<file path="config.mk">
export PLATFORM = sky130hd
export DESIGN_NAME = pipe_controller
export DESIGN_NICKNAME = d
export VERILOG_FILES = /design/src/hdl/ctrl_pkg.sv /design/src/hdl/fetch_seq.sv /design/src/hdl/mem_seq.sv /design/src/hdl/opcode_decode.sv /design/src/hdl/pipe_controller.sv /design/src/hdl/wb_seq.sv
export SDC_FILE = /design/constraint.sdc
export NUM_CORES = 1
export LEC_CHECK = 0
export BUFFER_PORTS_ARGS = -buffer_cell sky130_fd_sc_hd__buf_4
export CAP_MARGIN = 20
export CORE_ASPECT_RATIO = 1.1
export CORE_UTILIZATION = 25
export DETAILED_ROUTE_END_ITERATION = 16
export PLACE_DENSITY = 0.5
export SETUP_SLACK_MARGIN = 0.1
export SLEW_MARGIN = 0
export SYNTH_ARGS = -nofsm -noshare
export SYNTH_HDL_FRONTEND = slang
export SYNTH_SLANG_ARGS = --single-unit
</file>
<file path="constraint.sdc">
create_clock -name clk -period 2.7 [get_ports clk]
set_input_delay 0.135 -clock clk [delete_from_list [all_inputs] [get_ports clk]]
set_output_delay 0.135 -clock clk [all_outputs]
set_load 0.01 [all_outputs]
</file>
<file path="src/hdl/ctrl_pkg.sv">
package ctrl_pkg;

    ////////////////////////////////////////////////////////////////////////////
    // instruction format

    typedef logic [5:0] opcode_t;

    // opcode classes by octal range
    typedef enum logic [2:0]
    {
        CLS_ALU     = 3'd0,
        CLS_BRANCH  = 3'd1,
        CLS_JUMP    = 3'd2,
        CLS_SPECIAL = 3'd3,
        CLS_ILLEGAL = 3'd4
    } op_class_t;

    typedef struct packed
    {
        op_class_t  op_class;
        logic [2:0] alu_op;
        logic       trap;
    } exec_ctrl_t;

    ////////////////////////////////////////////////////////////////////////////
    // operation codes for the later stages

    // codes 5 to 7 behave as MEM_NONE
    typedef enum logic [2:0]
    {
        MEM_NONE   = 3'd0,
        MEM_LOAD   = 3'd1,
        MEM_STORE  = 3'd2,
        MEM_IO_IN  = 3'd3,
        MEM_IO_OUT = 3'd4
    } mem_op_t;

    typedef enum logic [1:0]
    {
        WB_REG   = 2'd0,
        WB_MEM   = 2'd1,
        WB_FLAGS = 2'd2,
        WB_NONE  = 2'd3
    } wb_op_t;

    ////////////////////////////////////////////////////////////////////////////
    // control words

    typedef struct packed
    {
        logic       i_req;
        logic       ir_load;
        logic       pc_inc;
        logic       pc_load;
        logic       save_pc;
        logic       vec_load;
        logic       int_ack;
        logic       imm_load;
        logic       issue;
        // only meaningful with issue
        exec_ctrl_t exec;
    } fetch_ctrl_t;

    typedef struct packed
    {
        logic d_req;
        logic d_we;
        logic data_load;
        logic io_load;
        logic hs_out;
        logic busy;
    } mem_ctrl_t;

    typedef struct packed
    {
        logic reg_we;
        logic flag_we;
        logic wb_wait;
    } wb_ctrl_t;

endpackage

</file>
<file path="src/hdl/fetch_seq.sv">
`timescale 1ns/10ps

module fetch_seq
(
    input  logic                  clk,
    input  logic                  rst,
    input  logic                  int_pending,
    input  logic                  pc_w,
    input  logic                  i_odv,
    input  ctrl_pkg::exec_ctrl_t  exec_ctrl,
    input  logic                  imm_needed,
    input  logic                  mem_idle,
    input  logic                  wb_idle,
    output ctrl_pkg::fetch_ctrl_t fetch_ctrl
);

    typedef enum logic [3:0]
    {
        F_IDLE,
        F_PC_WR,
        F_INT_SAVE,
        F_INT_VEC,
        F_I_WAIT,
        F_IR_LOAD,
        F_DISPATCH,
        F_IMM_WAIT,
        F_IMM_LOAD
    } fetch_state_t;

    fetch_state_t state;
    fetch_state_t state_nxt;

    ////////////////////////////////////////////////////////////////////////////
    // state register

    always_ff @(posedge clk)
    begin
        if (rst)
            state <= F_IDLE;
        else
            state <= state_nxt;
    end

    ////////////////////////////////////////////////////////////////////////////
    // next state

    always_comb
    begin
        state_nxt = state;
        case (state)
            F_IDLE:
            begin
                // hold off until write-back has drained
                if (wb_idle)
                begin
                    if (pc_w)
                        state_nxt = F_PC_WR;
                    else if (int_pending)
                        state_nxt = F_INT_SAVE;
                    else
                        state_nxt = F_I_WAIT;
                end
            end
            F_PC_WR:
            begin
                if (int_pending)
                    state_nxt = F_INT_SAVE;
                else
                    state_nxt = F_I_WAIT;
            end
            F_INT_SAVE: state_nxt = F_INT_VEC;
            F_INT_VEC:  state_nxt = F_I_WAIT;
            F_I_WAIT:
            begin
                if (i_odv)
                    state_nxt = F_IR_LOAD;
            end
            F_IR_LOAD:  state_nxt = F_DISPATCH;
            F_DISPATCH:
            begin
                // stall here while the memory stage is busy
                if (mem_idle)
                    state_nxt = imm_needed ? F_IMM_WAIT : F_IDLE;
            end
            F_IMM_WAIT:
            begin
                if (i_odv)
                    state_nxt = F_IMM_LOAD;
            end
            F_IMM_LOAD: state_nxt = F_IDLE;
            default:    state_nxt = F_IDLE;
        endcase
    end

    ////////////////////////////////////////////////////////////////////////////
    // outputs

    always_comb
    begin
        fetch_ctrl = '0;
        case (state)
            F_PC_WR:    fetch_ctrl.pc_load = 1'b1;
            F_INT_SAVE: fetch_ctrl.save_pc = 1'b1;
            F_INT_VEC:
            begin
                fetch_ctrl.vec_load = 1'b1;
                fetch_ctrl.int_ack  = 1'b1;
            end
            F_I_WAIT,
            F_IMM_WAIT: fetch_ctrl.i_req = 1'b1;
            F_IR_LOAD:
            begin
                fetch_ctrl.ir_load = 1'b1;
                fetch_ctrl.pc_inc  = 1'b1;
            end
            F_DISPATCH:
            begin
                fetch_ctrl.issue = mem_idle;
                if (mem_idle)
                    fetch_ctrl.exec = exec_ctrl;
            end
            F_IMM_LOAD:
            begin
                fetch_ctrl.imm_load = 1'b1;
                fetch_ctrl.pc_inc   = 1'b1;
            end
            default:    fetch_ctrl = '0;
        endcase
    end

endmodule

</file>
<file path="src/hdl/mem_seq.sv">
`timescale 1ns/10ps

module mem_seq
(
    input  logic                clk,
    input  logic                rst,
    input  logic                issue,
    input  logic                d_odv,
    input  logic                hs_in,
    input  logic                d_rdy,
    input  ctrl_pkg::mem_op_t   mem_op,
    input  ctrl_pkg::wb_op_t    wb_op,
    output ctrl_pkg::mem_ctrl_t mem_ctrl,
    output logic                mem_idle,
    output logic                mem_done,
    output ctrl_pkg::wb_op_t    wb_op_q
);

    typedef enum logic [2:0]
    {
        M_IDLE,
        M_RDY,
        M_LD_REQ,
        M_LD_DATA,
        M_ST_REQ,
        M_IO_REQ,
        M_IO_REL
    } mem_state_t;

    mem_state_t        state;
    mem_state_t        state_nxt;
    ctrl_pkg::mem_op_t op_q;
    logic              start;

    assign start = issue && (state == M_IDLE);

    ////////////////////////////////////////////////////////////////////////////
    // operation capture

    always_ff @(posedge clk)
    begin
        if (start)
        begin
            case (mem_op)
                ctrl_pkg::MEM_LOAD,
                ctrl_pkg::MEM_STORE,
                ctrl_pkg::MEM_IO_IN,
                ctrl_pkg::MEM_IO_OUT: op_q <= mem_op;
                default:              op_q <= ctrl_pkg::MEM_NONE;
            endcase
            wb_op_q <= wb_op;
        end
    end

    always_ff @(posedge clk)
    begin
        if (rst)
            state <= M_IDLE;
        else
            state <= state_nxt;
    end

    ////////////////////////////////////////////////////////////////////////////
    // sequencing

    always_comb
    begin
        state_nxt = state;
        case (state)
            M_IDLE:
            begin
                if (start)
                    state_nxt = M_RDY;
            end
            M_RDY:
            begin
                // nothing starts while write-back waits on memory
                if (d_rdy)
                begin
                    case (op_q)
                        ctrl_pkg::MEM_LOAD:   state_nxt = M_LD_REQ;
                        ctrl_pkg::MEM_STORE:  state_nxt = M_ST_REQ;
                        ctrl_pkg::MEM_IO_IN,
                        ctrl_pkg::MEM_IO_OUT: state_nxt = M_IO_REQ;
                        default:              state_nxt = M_IDLE;
                    endcase
                end
            end
            M_LD_REQ:
            begin
                if (d_odv)
                    state_nxt = M_LD_DATA;
            end
            M_LD_DATA: state_nxt = M_IDLE;
            M_ST_REQ:
            begin
                if (d_odv)
                    state_nxt = M_IDLE;
            end
            // four-phase handshake
            M_IO_REQ:
            begin
                if (hs_in)
                    state_nxt = M_IO_REL;
            end
            M_IO_REL:
            begin
                if (!hs_in)
                    state_nxt = M_IDLE;
            end
            default:   state_nxt = M_IDLE;
        endcase
    end

    ////////////////////////////////////////////////////////////////////////////
    // outputs

    assign mem_idle = (state == M_IDLE);
    assign mem_done = (state != M_IDLE) && (state_nxt == M_IDLE);

    always_comb
    begin
        mem_ctrl      = '0;
        mem_ctrl.busy = (state != M_IDLE);
        case (state)
            M_LD_REQ:  mem_ctrl.d_req = 1'b1;
            M_LD_DATA: mem_ctrl.data_load = 1'b1;
            M_ST_REQ:
            begin
                mem_ctrl.d_req = 1'b1;
                mem_ctrl.d_we  = 1'b1;
            end
            M_IO_REQ:  mem_ctrl.hs_out = 1'b1;
            M_IO_REL:  mem_ctrl.io_load = (op_q == ctrl_pkg::MEM_IO_IN) && !hs_in;
            default:   mem_ctrl.d_req = 1'b0;
        endcase
    end

endmodule

</file>
<file path="src/hdl/opcode_decode.sv">
`timescale 1ns/10ps

module opcode_decode
(
    input  ctrl_pkg::opcode_t    opcode,
    output ctrl_pkg::exec_ctrl_t exec_ctrl,
    output logic                 imm_needed
);

    ctrl_pkg::op_class_t op_class;

    ////////////////////////////////////////////////////////////////////////////
    // class by octal range of the opcode

    function automatic ctrl_pkg::op_class_t class_of(input ctrl_pkg::opcode_t op);
        ctrl_pkg::op_class_t cls;
        if (op < 6'o40)
            cls = ctrl_pkg::CLS_ALU;
        else if (op <= 6'o47)
            cls = ctrl_pkg::CLS_BRANCH;
        else if (op <= 6'o52)
            cls = ctrl_pkg::CLS_JUMP;
        else if (op <= 6'o55)
            cls = ctrl_pkg::CLS_SPECIAL;
        else
            cls = ctrl_pkg::CLS_ILLEGAL;
        return cls;
    endfunction

    assign op_class = class_of(opcode);

    ////////////////////////////////////////////////////////////////////////////
    // execute control word

    always_comb
    begin
        exec_ctrl          = '0;
        exec_ctrl.op_class = op_class;
        case (op_class)
            ctrl_pkg::CLS_ALU:
            begin
                // bits 3..1 pick the alu function
                exec_ctrl.alu_op = opcode[3:1];
            end
            ctrl_pkg::CLS_ILLEGAL:
            begin
                exec_ctrl.trap = 1'b1;
            end
            default:
            begin
                exec_ctrl.alu_op = 3'd0;
            end
        endcase
    end

    // odd alu opcodes carry an immediate, jumps carry a target word
    always_comb
    begin
        case (op_class)
            ctrl_pkg::CLS_ALU:  imm_needed = opcode[0];
            ctrl_pkg::CLS_JUMP: imm_needed = 1'b1;
            default:            imm_needed = 1'b0;
        endcase
    end

endmodule

</file>
<file path="src/hdl/pipe_controller.sv">
`timescale 1ns/10ps

module pipe_controller
(
    input  logic                  clk,
    input  logic                  rst,
    input  ctrl_pkg::opcode_t     opcode,
    input  logic                  int_pending,
    input  logic                  pc_w,
    input  logic                  i_odv,
    input  logic                  d_odv,
    input  logic                  hs_in,
    input  ctrl_pkg::mem_op_t     mem_op,
    input  ctrl_pkg::wb_op_t      wb_op,
    output ctrl_pkg::fetch_ctrl_t fetch_ctrl,
    output ctrl_pkg::mem_ctrl_t   mem_ctrl,
    output ctrl_pkg::wb_ctrl_t    wb_ctrl
);

    ctrl_pkg::exec_ctrl_t exec_ctrl;
    logic                 imm_needed;
    logic                 mem_idle;
    logic                 mem_done;
    ctrl_pkg::wb_op_t     wb_op_q;
    logic                 wb_idle;
    logic                 d_rdy;

    ////////////////////////////////////////////////////////////////////////////
    // fetch and decode

    opcode_decode u_decode
    (
        .opcode     (opcode),
        .exec_ctrl  (exec_ctrl),
        .imm_needed (imm_needed)
    );

    fetch_seq u_fetch
    (
        .clk         (clk),
        .rst         (rst),
        .int_pending (int_pending),
        .pc_w        (pc_w),
        .i_odv       (i_odv),
        .exec_ctrl   (exec_ctrl),
        .imm_needed  (imm_needed),
        .mem_idle    (mem_idle),
        .wb_idle     (wb_idle),
        .fetch_ctrl  (fetch_ctrl)
    );

    ////////////////////////////////////////////////////////////////////////////
    // memory and write-back

    mem_seq u_mem
    (
        .clk      (clk),
        .rst      (rst),
        .issue    (fetch_ctrl.issue),
        .d_odv    (d_odv),
        .hs_in    (hs_in),
        .d_rdy    (d_rdy),
        .mem_op   (mem_op),
        .wb_op    (wb_op),
        .mem_ctrl (mem_ctrl),
        .mem_idle (mem_idle),
        .mem_done (mem_done),
        .wb_op_q  (wb_op_q)
    );

    wb_seq u_wb
    (
        .clk      (clk),
        .rst      (rst),
        .mem_done (mem_done),
        .d_odv    (d_odv),
        .wb_op    (wb_op_q),
        .wb_ctrl  (wb_ctrl),
        .wb_idle  (wb_idle),
        .d_rdy    (d_rdy)
    );

endmodule

</file>
<file path="src/hdl/wb_seq.sv">
`timescale 1ns/10ps

module wb_seq
(
    input  logic               clk,
    input  logic               rst,
    input  logic               mem_done,
    input  logic               d_odv,
    input  ctrl_pkg::wb_op_t   wb_op,
    output ctrl_pkg::wb_ctrl_t wb_ctrl,
    output logic               wb_idle,
    output logic               d_rdy
);

    typedef enum logic [1:0]
    {
        W_IDLE,
        W_REG,
        W_FLAGS,
        W_MEM_WAIT
    } wb_state_t;

    wb_state_t state;

    always_ff @(posedge clk)
    begin
        if (rst)
            state <= W_IDLE;
        else
        begin
            case (state)
                W_IDLE:
                begin
                    if (mem_done)
                    begin
                        case (wb_op)
                            ctrl_pkg::WB_REG:   state <= W_REG;
                            ctrl_pkg::WB_MEM:   state <= W_MEM_WAIT;
                            ctrl_pkg::WB_FLAGS: state <= W_FLAGS;
                            default:            state <= W_IDLE;
                        endcase
                    end
                end
                // memory result lands in the register file after d_odv
                W_MEM_WAIT:
                begin
                    if (d_odv)
                        state <= W_REG;
                end
                default: state <= W_IDLE;
            endcase
        end
    end

    assign wb_ctrl.reg_we  = (state == W_REG);
    assign wb_ctrl.flag_we = (state == W_FLAGS);
    assign wb_ctrl.wb_wait = (state == W_MEM_WAIT);

    assign wb_idle = (state == W_IDLE);
    // memory stage waits until a memory result has been written
    assign d_rdy   = (state != W_MEM_WAIT) && (state != W_REG);

endmodule

</file>
==> flow_summary.json, run 1 <==
{
  "result_of_the_run": "complete, no violations",
  "worst_hold_path.num_cells": 1,
  "ioPinCount": 43,
  "final_net_count": 203,
  "fin_crit_sh_pct": 73.63,
  "yosysTopAreaCellShare_pct": 15.11,
  "register_bit_count_reported_by_yosys": 14,
  "ant_nets": 0,
  "post_route_cells_drive_above_1_share_pct": 31.46,
  "critical_path_required_ps": 2570,
  "width_of_the_chip_um": 67.85,
  "place.detailed.hpwl_um": 2288,
  "ys_seq_area_share_pct": 27.70,
  "clk_pin_slew_ps": 60,
  "floorplan.die.height_um": 74.44,
  "globalplace.congestion": 0.8097,
  "cts_buffers": 3,
  "n_antenna_cell": 0,
  "clk_root_buffer_cell": "clkbuf_8",
  "flow.area_growth_from_synthesis_pct": 30.64,
  "max_slew_violations": 0,
  "avgViaCountPerCell": 4.905,
  "cp_data_arrival_time_ps": 1850,
  "grt_antenna_before_repair": 0,
  "ctsLongestPathBuffers": 2,
  "maxClockFrequency_mhz": 503.0,
  "synth_area_per_cell_um2": 8.397,
  "synth_nets": 166,
  "cts_repair_resize_count": 0,
  "finalWirelength_um": 2869,
  "grt_pass1_wl_um": 4505,
  "first_global_vias": 1081,
  "fin_cells": 232,
  "dieArea_mm2": 0.005050,
  "dpl_worst_slack_ps": 946.6,
  "synth_flop_cell": "dfxtp_1",
  "fillers": 473,
  "synthTopCellsByArea": "dfxtp_1 (15%), edfxtp_1 (13%), ha_1 (6.3%)",
  "critPathMaxFanout": 14,
  "r2r_cells": 4,
  "numClockSinks": 14,
  "min_delay_worst_endpoint": "u_mem.wb_op_q[1]",
  "relative_slew_slack_pct": 70.66,
  "timing.clock.skew_ps": 1.562,
  "grt_remaining_overflow": 0,
  "multiInputGateArea_um2": 744.5,
  "pd_cells_mw_per_mm2": 628.5,
  "worst_setup_slack_final_ps": 712.1,
  "hold_path_class": "in2reg",
  "worst_ir_drop_vdd_mv": 0.2540,
  "effective_utilization_at_floorplan_pct": 26.85,
  "detail_route.wl_per_cell_um": 12.37,
  "route.detailed.drc": 0,
  "core_ar_mm2": 0.004442,
  "cts_hold_repair.buffers": 0,
  "final-hold-violation-count": 0,
  "count_of_flip_flops_with_a_built_in_enable_after_synthesis": 5,
  "drt_iter0_drc": 15,
  "clk_latency_ps": 250,
  "syn_inst": 142,
  "setup_viol": 0,
  "grt.total_usage_pct": 11.68,
  "worst_hold_slack_ps": 61.36,
  "worst-slew-pin-transition_ps": 439.5,
  "synth-warning-count": 0,
  "vias": 1138,
  "hp-start": "wb_op[1]",
  "place.detailed.instances": 228,
  "timing.critical_path.from_type": "register",
  "numPortBuffers": 42,
  "r2r_slack_ps": 970,
  "post_synth_num_cell_types": 51,
  "period_minus_slack_ps": 1988,
  "grt_max_degree": 15,
  "crit-reg2reg-capture": "u_mem.wb_op_q[1]",
  "cts_tree": "yes",
  "cts.htree.levels": 1,
  "criticalPathCategory": "reg2out",
  "critical_path.reg2reg.startpoint": "u_mem.state[1]",
  "leading_area_contributor_after_synthesis": "dfxtp_1",
  "detailedRoute.firstPassIterationCount": 4,
  "num_rows": 25,
  "postCtsSetupBuffers": 0,
  "rsz0062_at_grt": "false",
  "leakage_nw": 0.6846,
  "drv.max_cap_violation_count": 0,
  "setup_tns_ps": 0,
  "ff_latch_area_um2": 330.3,
  "critical_path_sink_type": "output port",
  "synthMostInstantiatedCell": "nor2_1",
  "ys_async_rst_share_pct": 0,
  "syn-cell-area_mm2": 0.001192,
  "synth_common_cells": "nor2_1 (14), nor3_1 (13), inv_1 (12)"
}
-- cell type report --
type	instances	share of cell area, %
tap	54	4.337
timing repair buffer	42	20.24
sequential	14	21.20
multi-input combinational	106	47.79
inverter	12	2.892
clock buffer	4	3.534
-- worst max-delay path by stage --
stage                   startpoint            end  slack [ps]  cells after the start
CTS                 u_mem.state[1]  fetch_ctrl[7]         690                      5
floorplan           u_mem.state[1]  u_mem.op_q[0]        1210                      5
finish              u_mem.state[1]  fetch_ctrl[0]         710                      5
global route        u_mem.state[1]  fetch_ctrl[6]         510                      5
detailed placement  u_mem.state[1]  u_mem.op_q[1]         950                      4
global placement    u_mem.state[1]  fetch_ctrl[1]        1020                      6
-- sequential cells by signal, indices dropped and copies added (netlist names) --
signal / count
u_fetch.state: 4
u_mem.op_q: 3
u_mem.state: 3
u_mem.wb_op_q: 2
u_wb.state: 2
-- metrics by stage --
step / util [%] / total power [mW] / instance area [um^2]
floorplan: - / 0.6651 / 1192
global placement: 33.83 / 0.7718 / 1503
detailed placement: 33.83 / 0.7804 / 1503
CTS: 35.07 / 0.9913 / 1558
global route: 35.07 / 1.049 / 1558
finish: 35.07 / 0.9790 / 1558
-- per-layer routing --
layer  share of wire, %  track usage, %  routed length [um]
met3                4.8           1.534                 138
met2                 50           21.12                1445
met5                  0               0                   0
met4                1.6           5.556                  46
met1                 43           13.36                1238
-- power by group --
| group | switching [mW] | leakage (nW) | internal [mW] |
|---|---|---|---|
| registers | 0.0821 | 0.119 | 0.255 |
| clock network | 0.0770 | 0.0288 | 0.129 |
| logic | 0.212 | 0.537 | 0.223 |
| total | 0.371 | 0.685 | 0.608 |
-- critical path, stage by stage, from the launching register on --
cell and delay, ps:
dfxtp_1 440, nor3_1 330, inv_1 90, or2_1 340
nor3_1 250, buf_4 160
-- placed cells by master, fill, tap and decap left out, types with 4 or more instances in the layout --
master,synthesis,layout
nor2b_1,5,5
dfxtp_1,9,9
ha_1,6,6
buf_4,5,42
nand2b_1,7,7
edfxtp_1,5,5
a21oi_1,4,4
and2_1,4,4
nor2_1,14,14
clkbuf_8,0,4
nor3_1,13,13
inv_1,12,12
-- cell families after synthesis --
kind of cell | Yosys count | synth area share [%]
AOI/OAI and AO/OA | 30 | 20.15
xor gates and xnor gates | 2 | 2.099
adders and majority gates | 6 | 6.296
buffers and inverters | 22 | 9.863
DFF | 14 | 27.70
muxes | 2 | 1.679
and+or+nand+nor | 66 | 32.21
(Power assumes the default switching activity.)
==> run 2: changes to the inputs <==
==> constraint.sdc (replaced) <==
create_clock -name clk -period 1.95 [get_ports clk]
set_input_delay 0.0975 -clock clk [delete_from_list [all_inputs] [get_ports clk]]
set_output_delay 0.0975 -clock clk [all_outputs]
set_load 0.01 [all_outputs]
==> run 2 against run 1 <==
Sequential power rose by 29%. Global-route usage up 1.4 points. Sequential share of layout area shrank 0.36 points. Cell count grew 1.3%. Worst hold slack got worse by 40 ps. Clock-buffer cell count fell by 1. Critical path depth did not move. Clock skew is 0.91 ps higher. Setup slack lost 440 ps. Clock power is 18% higher. Die area is the same. Critical endpoint is now fetch_ctrl[5].
==> flow_summary.json, run 2 (synthesis gave the netlist of run 1 again) <==
{
  "result_of_the_run": "complete, no violations",
  "cp_num_cells": 5,
  "dpl_worst_slack_ps": 190.1,
  "path_buf_inv": 2,
  "registers_with_the_most_flip_flops": "u_fetch.state x4, u_mem.op_q x3, u_mem.state x3",
  "r2r_slack_ps": 350,
  "worst-slew-pin-transition_ps": 338.5,
  "hold_path_class": "in2reg",
  "relative_slew_slack_pct": 77.11,
  "cpLargestDelayFamily": "simple AND/OR/NAND/NOR gates",
  "final_util_pct": 35.94,
  "fin_crit_sh_pct": 85.99,
  "fin_cells": 235,
  "mostFrequentLayoutCells": "buf_4 (45), nor2_1 (14), inv_1 (12), nor3_1 (12)",
  "criticalPathCategory": "reg2out",
  "detailedRoute.firstPassIterationCount": 4,
  "cts_tree": "yes",
  "worst_hold_path.num_cells": 1,
  "grt_antenna_before_repair": 0,
  "num_rows": 25,
  "flow.area_growth_from_synthesis_pct": 33.89,
  "worst_setup_slack_final_ps": 273.1,
  "core_ar_mm2": 0.004442,
  "critical_path_sink_type": "output port",
  "leakage_nw": 0.7001,
  "critPathMaxFanout": 11,
  "clk_root_buffer_cell": "clkbuf_8",
  "finalWirelength_um": 3050,
  "maxClockFrequency_mhz": 596.4,
  "globalplace.congestion": 0.9070,
  "vias": 1182,
  "clk_latency_ps": 250,
  "pd_cells_mw_per_mm2": 861.7,
  "grt_remaining_overflow": 0,
  "final_net_count": 206,
  "first_global_vias": 1081,
  "drt_iter0_drc": 19,
  "dpl_cell_area_mm2": 0.001525,
  "final_design_area_no_fill_mm2": 0.001597,
  "ioPinCount": 43,
  "setup_tns_ps": 0,
  "ant_nets": 0,
  "cts_buffers": 3,
  "timing.clock.skew_ps": 2.468,
  "numClockSinks": 14,
  "crit-reg2reg-capture": "u_wb.state[0]",
  "numPortBuffers": 42,
  "max_slew_violations": 0,
  "largest-register": "u_fetch.state",
  "r2r_cells": 7,
  "detail_route.wl_per_cell_um": 12.98,
  "critical_path.reg2reg.startpoint": "u_wb.state[1]",
  "critical_path.slowest_cell": "dfxtp_2",
  "n_antenna_cell": 0,
  "mostFrequentLayoutCell": "buf_4",
  "dieArea_mm2": 0.005050,
  "drv.max_cap_violation_count": 0,
  "post-layout-total-power_mw": 1.376,
  "fillers": 455,
  "avgViaCountPerCell": 5.030,
  "place.detailed.hpwl_um": 2378,
  "setup_viol": 0,
  "ctsLongestPathBuffers": 2,
  "largest_reg_flops": 4,
  "grt_pass1_wl_um": 4988,
  "rsz0062_at_grt": "false",
  "hp-start": "wb_op[0]",
  "place.detailed.instances": 231,
  "width_of_the_chip_um": 67.85,
  "floorplan.die.height_um": 74.44,
  "grt.total_usage_pct": 13.10,
  "cts_hold_repair.buffers": 0,
  "final-hold-violation-count": 0,
  "crit_path_cell_trace": "nor3_2 -> inv_1 -> or2_4 -> nor3_1 -> buf_4",
  "clk_pin_slew_ps": 60,
  "post_route_cells_drive_above_1_share_pct": 34.81,
  "route.detailed.drc": 0,
  "slowest_delay_ps": 380,
  "cts.htree.levels": 1,
  "cp_data_arrival_time_ps": 1580,
  "grt_max_degree": 14,
  "period_minus_slack_ps": 1677,
  "effective_utilization_at_floorplan_pct": 26.85,
  "timing.critical_path.from_type": "register",
  "worst_hold_slack_ps": 21.80,
  "worst_ir_drop_vdd_mv": 0.6355,
  "min_delay_worst_endpoint": "u_mem.wb_op_q[0]",
  "critical_path_required_ps": 1850
}
[run 2: changes by cell type in the layout (fill, tap and decap cells not counted), sizes merged]
cell and change:
clkbuf -1, buf +3, clkinv +1
[run 2: worst reg2reg max path: cells and delay by family, from the launching register on]
family / cells / cell delay (ps)
DFF: 1 / 360
buffers and inverters: 1 / 80
adders and majority gates: 1 / 200
and+or+nand+nor: 2 / 290
muxes: 1 / 140
AOI/OAI and AO/OA: 2 / 410
[run 2: report_power, final]
part           internal [mW]  switching, mW  total [mW]
combinational          0.342          0.355       0.697
clock                  0.140          0.103       0.243
sequential             0.357         0.0798       0.437
total                  0.838          0.537        1.38
[run 2: timing repair]
item                                   CTS  global route
gates resized for setup                  3             3
endpoints found under the hold margin    0             0
setup buffers                            0             0
setup endpoints to repair                8             6
[run 2: final cells by class]
type	count	area (um^2)	area share [%]
clock buffer	3	41.29	2.586
clock inverter	1	3.754	0.2351
inverter	12	45.04	2.821
multi-input combinational	106	768.2	48.12
sequential	14	332.8	20.85
tap	54	67.56	4.232
timing repair buffer	45	337.8	21.16
[run 2: worst max-delay path by stage]
stage / from / endpoint / slack, ps
global route: u_fetch.state[3] / fetch_ctrl[5] / 160
finish: u_mem.state[0] / fetch_ctrl[5] / 270
global placement: u_mem.state[0] / u_mem.op_q[1] / 260
detailed placement: u_fetch.state[2] / u_mem.wb_op_q[1] / 190
CTS: u_fetch.state[3] / fetch_ctrl[5] / 150
floorplan: u_mem.state[1] / u_mem.op_q[0] / 460
[run 2: metal layers]
layer  global-route usage, %  up-vias  wire, um
li1                        -      589         -
met1                   15.96      546      1317
met2                   22.11       40      1506
met3                   2.454        7       158
met4                   6.019        0        67
met5                       0        -         0
==> run 3: changes to the inputs <==
--- a/config.mk
+++ b/config.mk
@@ -10,6 +10,7 @@
 export CORE_ASPECT_RATIO = 1.1
 export CORE_UTILIZATION = 25
 export DETAILED_ROUTE_END_ITERATION = 16
+export MAX_ROUTING_LAYER = met4
 export PLACE_DENSITY = 0.5
 export SETUP_SLACK_MARGIN = 0.1
 export SLEW_MARGIN = 0
==> run 3 against run 2 <==
Largest cell class unchanged. Critical path type unchanged. Clock skew hardly changed. First-iteration DRC count is 42% higher. Cell count stayed put. Clock power hardly changed.
==> flow_summary.json, run 3 (synthesis gave the netlist of run 1 again) <==
{
  "worst-slew-pin-transition_ps": 337.6,
  "floorplan.die.height_um": 74.44,
  "grt_max_degree": 14,
  "ant_nets": 0,
  "crit-reg2reg-capture": "u_wb.state[0]",
  "core_ar_mm2": 0.004442,
  "largest-register": "u_fetch.state",
  "slowest_delay_ps": 400,
  "timing.critical_path.from_type": "register",
  "dieArea_mm2": 0.005050,
  "met2_layer_wire_length_in_the_routed_design_um": 1521,
  "width_of_the_chip_um": 67.85,
  "period_minus_slack_ps": 1680,
  "place.detailed.hpwl_um": 2378,
  "critPathMaxFanout": 10,
  "drt_iter0_drc": 27,
  "worst_hold_path.num_cells": 1,
  "ioPinCount": 43,
  "globalplace.congestion": 0.9226,
  "min_delay_worst_endpoint": "u_mem.wb_op_q[0]",
  "worst_hold_slack_ps": 21.83,
  "pd_cells_mw_per_mm2": 861.1,
  "flow.area_growth_from_synthesis_pct": 33.89,
  "r2r_cells": 7,
  "ctsLongestPathBuffers": 2,
  "cp_data_arrival_time_ps": 1580,
  "critical_path.slowest_cell": "dfxtp_1",
  "route.layer.met1.wl_um": 1320,
  "clk_pin_slew_ps": 60,
  "multiInputGateArea_um2": 768.2,
  "crit_path_cell_trace": "nand4bb_4 -> or2_4 -> nor3_1 -> buf_4",
  "fin_cells": 235,
  "final-hold-violation-count": 0,
  "grt_antenna_before_repair": 0,
  "fin_crit_sh_pct": 86.17,
  "rsz0062_at_grt": "false",
  "numPortBuffers": 42,
  "cts.htree.levels": 1,
  "detail_route.wl_per_cell_um": 12.96,
  "largest_reg_flops": 4,
  "grt.total_usage_pct": 13.48,
  "hp-start": "wb_op[0]",
  "avgViaCountPerCell": 4.962,
  "max_slew_violations": 0,
  "leakage_nw": 0.7001,
  "detailedRoute.firstPassIterationCount": 4,
  "registers_with_the_most_flip_flops": "u_fetch.state x4, u_mem.op_q x3, u_mem.state x3",
  "first_global_vias": 1083,
  "maxClockFrequency_mhz": 595.1,
  "clk_root_buffer_cell": "clkbuf_8",
  "fillers": 455,
  "cts_hold_repair.buffers": 0,
  "worst_ir_drop_vdd_mv": 0.6352,
  "relative_slew_slack_pct": 77.18,
  "numClockSinks": 14,
  "critical_path.reg2reg.startpoint": "u_wb.state[1]",
  "finalWirelength_um": 3046,
  "criticalPathCategory": "reg2out",
  "route.detailed.drc": 0,
  "timing.clock.skew_ps": 2.481,
  "worst_setup_slack_final_ps": 269.6,
  "cts_buffers": 3,
  "num_rows": 25,
  "result_of_the_run": "complete, no violations",
  "route.met3.wl_um": 136,
  "setup_viol": 0,
  "ff_latch_area_um2": 332.8,
  "hold_path_class": "in2reg",
  "r2r_slack_ps": 350,
  "highest_layer": "met4",
  "grt_pass1_wl_um": 4988,
  "vias": 1166,
  "setup_tns_ps": 0,
  "mostFrequentLayoutCell": "buf_4",
  "critical_path_sink_type": "output port",
  "cts_tree": "yes",
  "drv.max_cap_violation_count": 0,
  "dpl_worst_slack_ps": 190.1,
  "final_net_count": 206,
  "clk_latency_ps": 250,
  "n_antenna_cell": 0,
  "mostFrequentLayoutCells": "buf_4 (45), nor2_1 (14), inv_1 (12), nor3_1 (12)",
  "place.detailed.instances": 231,
  "effective_utilization_at_floorplan_pct": 26.85,
  "critical_path_required_ps": 1850,
  "post_route_cells_drive_above_1_share_pct": 34.81,
  "grt_remaining_overflow": 0
}
-- run 3: cell counts in the layout (fill, tap and decap cells not counted) --
Identical to the previous run, type by type.
-- run 3: worst max-delay path by stage --
stage	from	cells after the start	end	slack (ps)
finish	u_fetch.state[3]	4	fetch_ctrl[4]	270
global route	u_fetch.state[3]	4	fetch_ctrl[5]	160
global placement	u_mem.state[0]	4	u_mem.op_q[1]	260
detailed placement	u_fetch.state[2]	3	u_mem.wb_op_q[1]	190
CTS	u_fetch.state[3]	4	fetch_ctrl[5]	150
floorplan	u_mem.state[1]	5	u_mem.op_q[0]	460
-- run 3: critical path, delay by kind of cell, from the launching register on --
kind	cells	cell delay [ps]
buf+inv	1	150
flops	1	400
simple gates	3	780
-- run 3: layout make-up --
| type | count | area share (%) |
|---|---|---|
| sequential | 14 | 20.85 |
| multi-input combinational | 106 | 48.12 |
| tap | 54 | 4.232 |
| timing repair buffer | 45 | 21.16 |
| clock inverter | 1 | 0.2351 |
| clock buffer | 3 | 2.586 |
| inverter | 12 | 2.821 |
-- run 3: where the power goes --
part / leakage (nW) / total [mW] / internal (mW) / switching (mW)
registers: 0.120 / 0.436 / 0.357 / 0.0795
clock network: 0.0231 / 0.243 / 0.140 / 0.103
logic: 0.557 / 0.696 / 0.342 / 0.354
-- run 3: metrics by stage --
step                cell area [um^2]  util [%]  power, mW
finish                          1597     35.94      1.375
CTS                             1579     35.55      1.367
global placement                1525     34.34      1.097
floorplan                       1192         -     0.9209
global route                    1597     35.94      1.473
detailed placement              1525     34.34      1.115
-- run 3: what timing repair did --
| action | in CTS | in global routing |
|---|---|---|
| resized for setup | 3 | 3 |
| setup endpoints to repair | 8 | 6 |
| setup buffers | 0 | 0 |
| gates cloned | 0 | 0 |
| pin swaps | 0 | 0 |
-- run 3: metal layers --
| layer | vias to the layer above | track usage (%) |
|---|---|---|
| li1 | 590 | - |
| met1 | 537 | 15.77 |
| met2 | 32 | 22.22 |
| met3 | 7 | 2.454 |
| met4 | 0 | 6.019 |
| met5 | - | - |
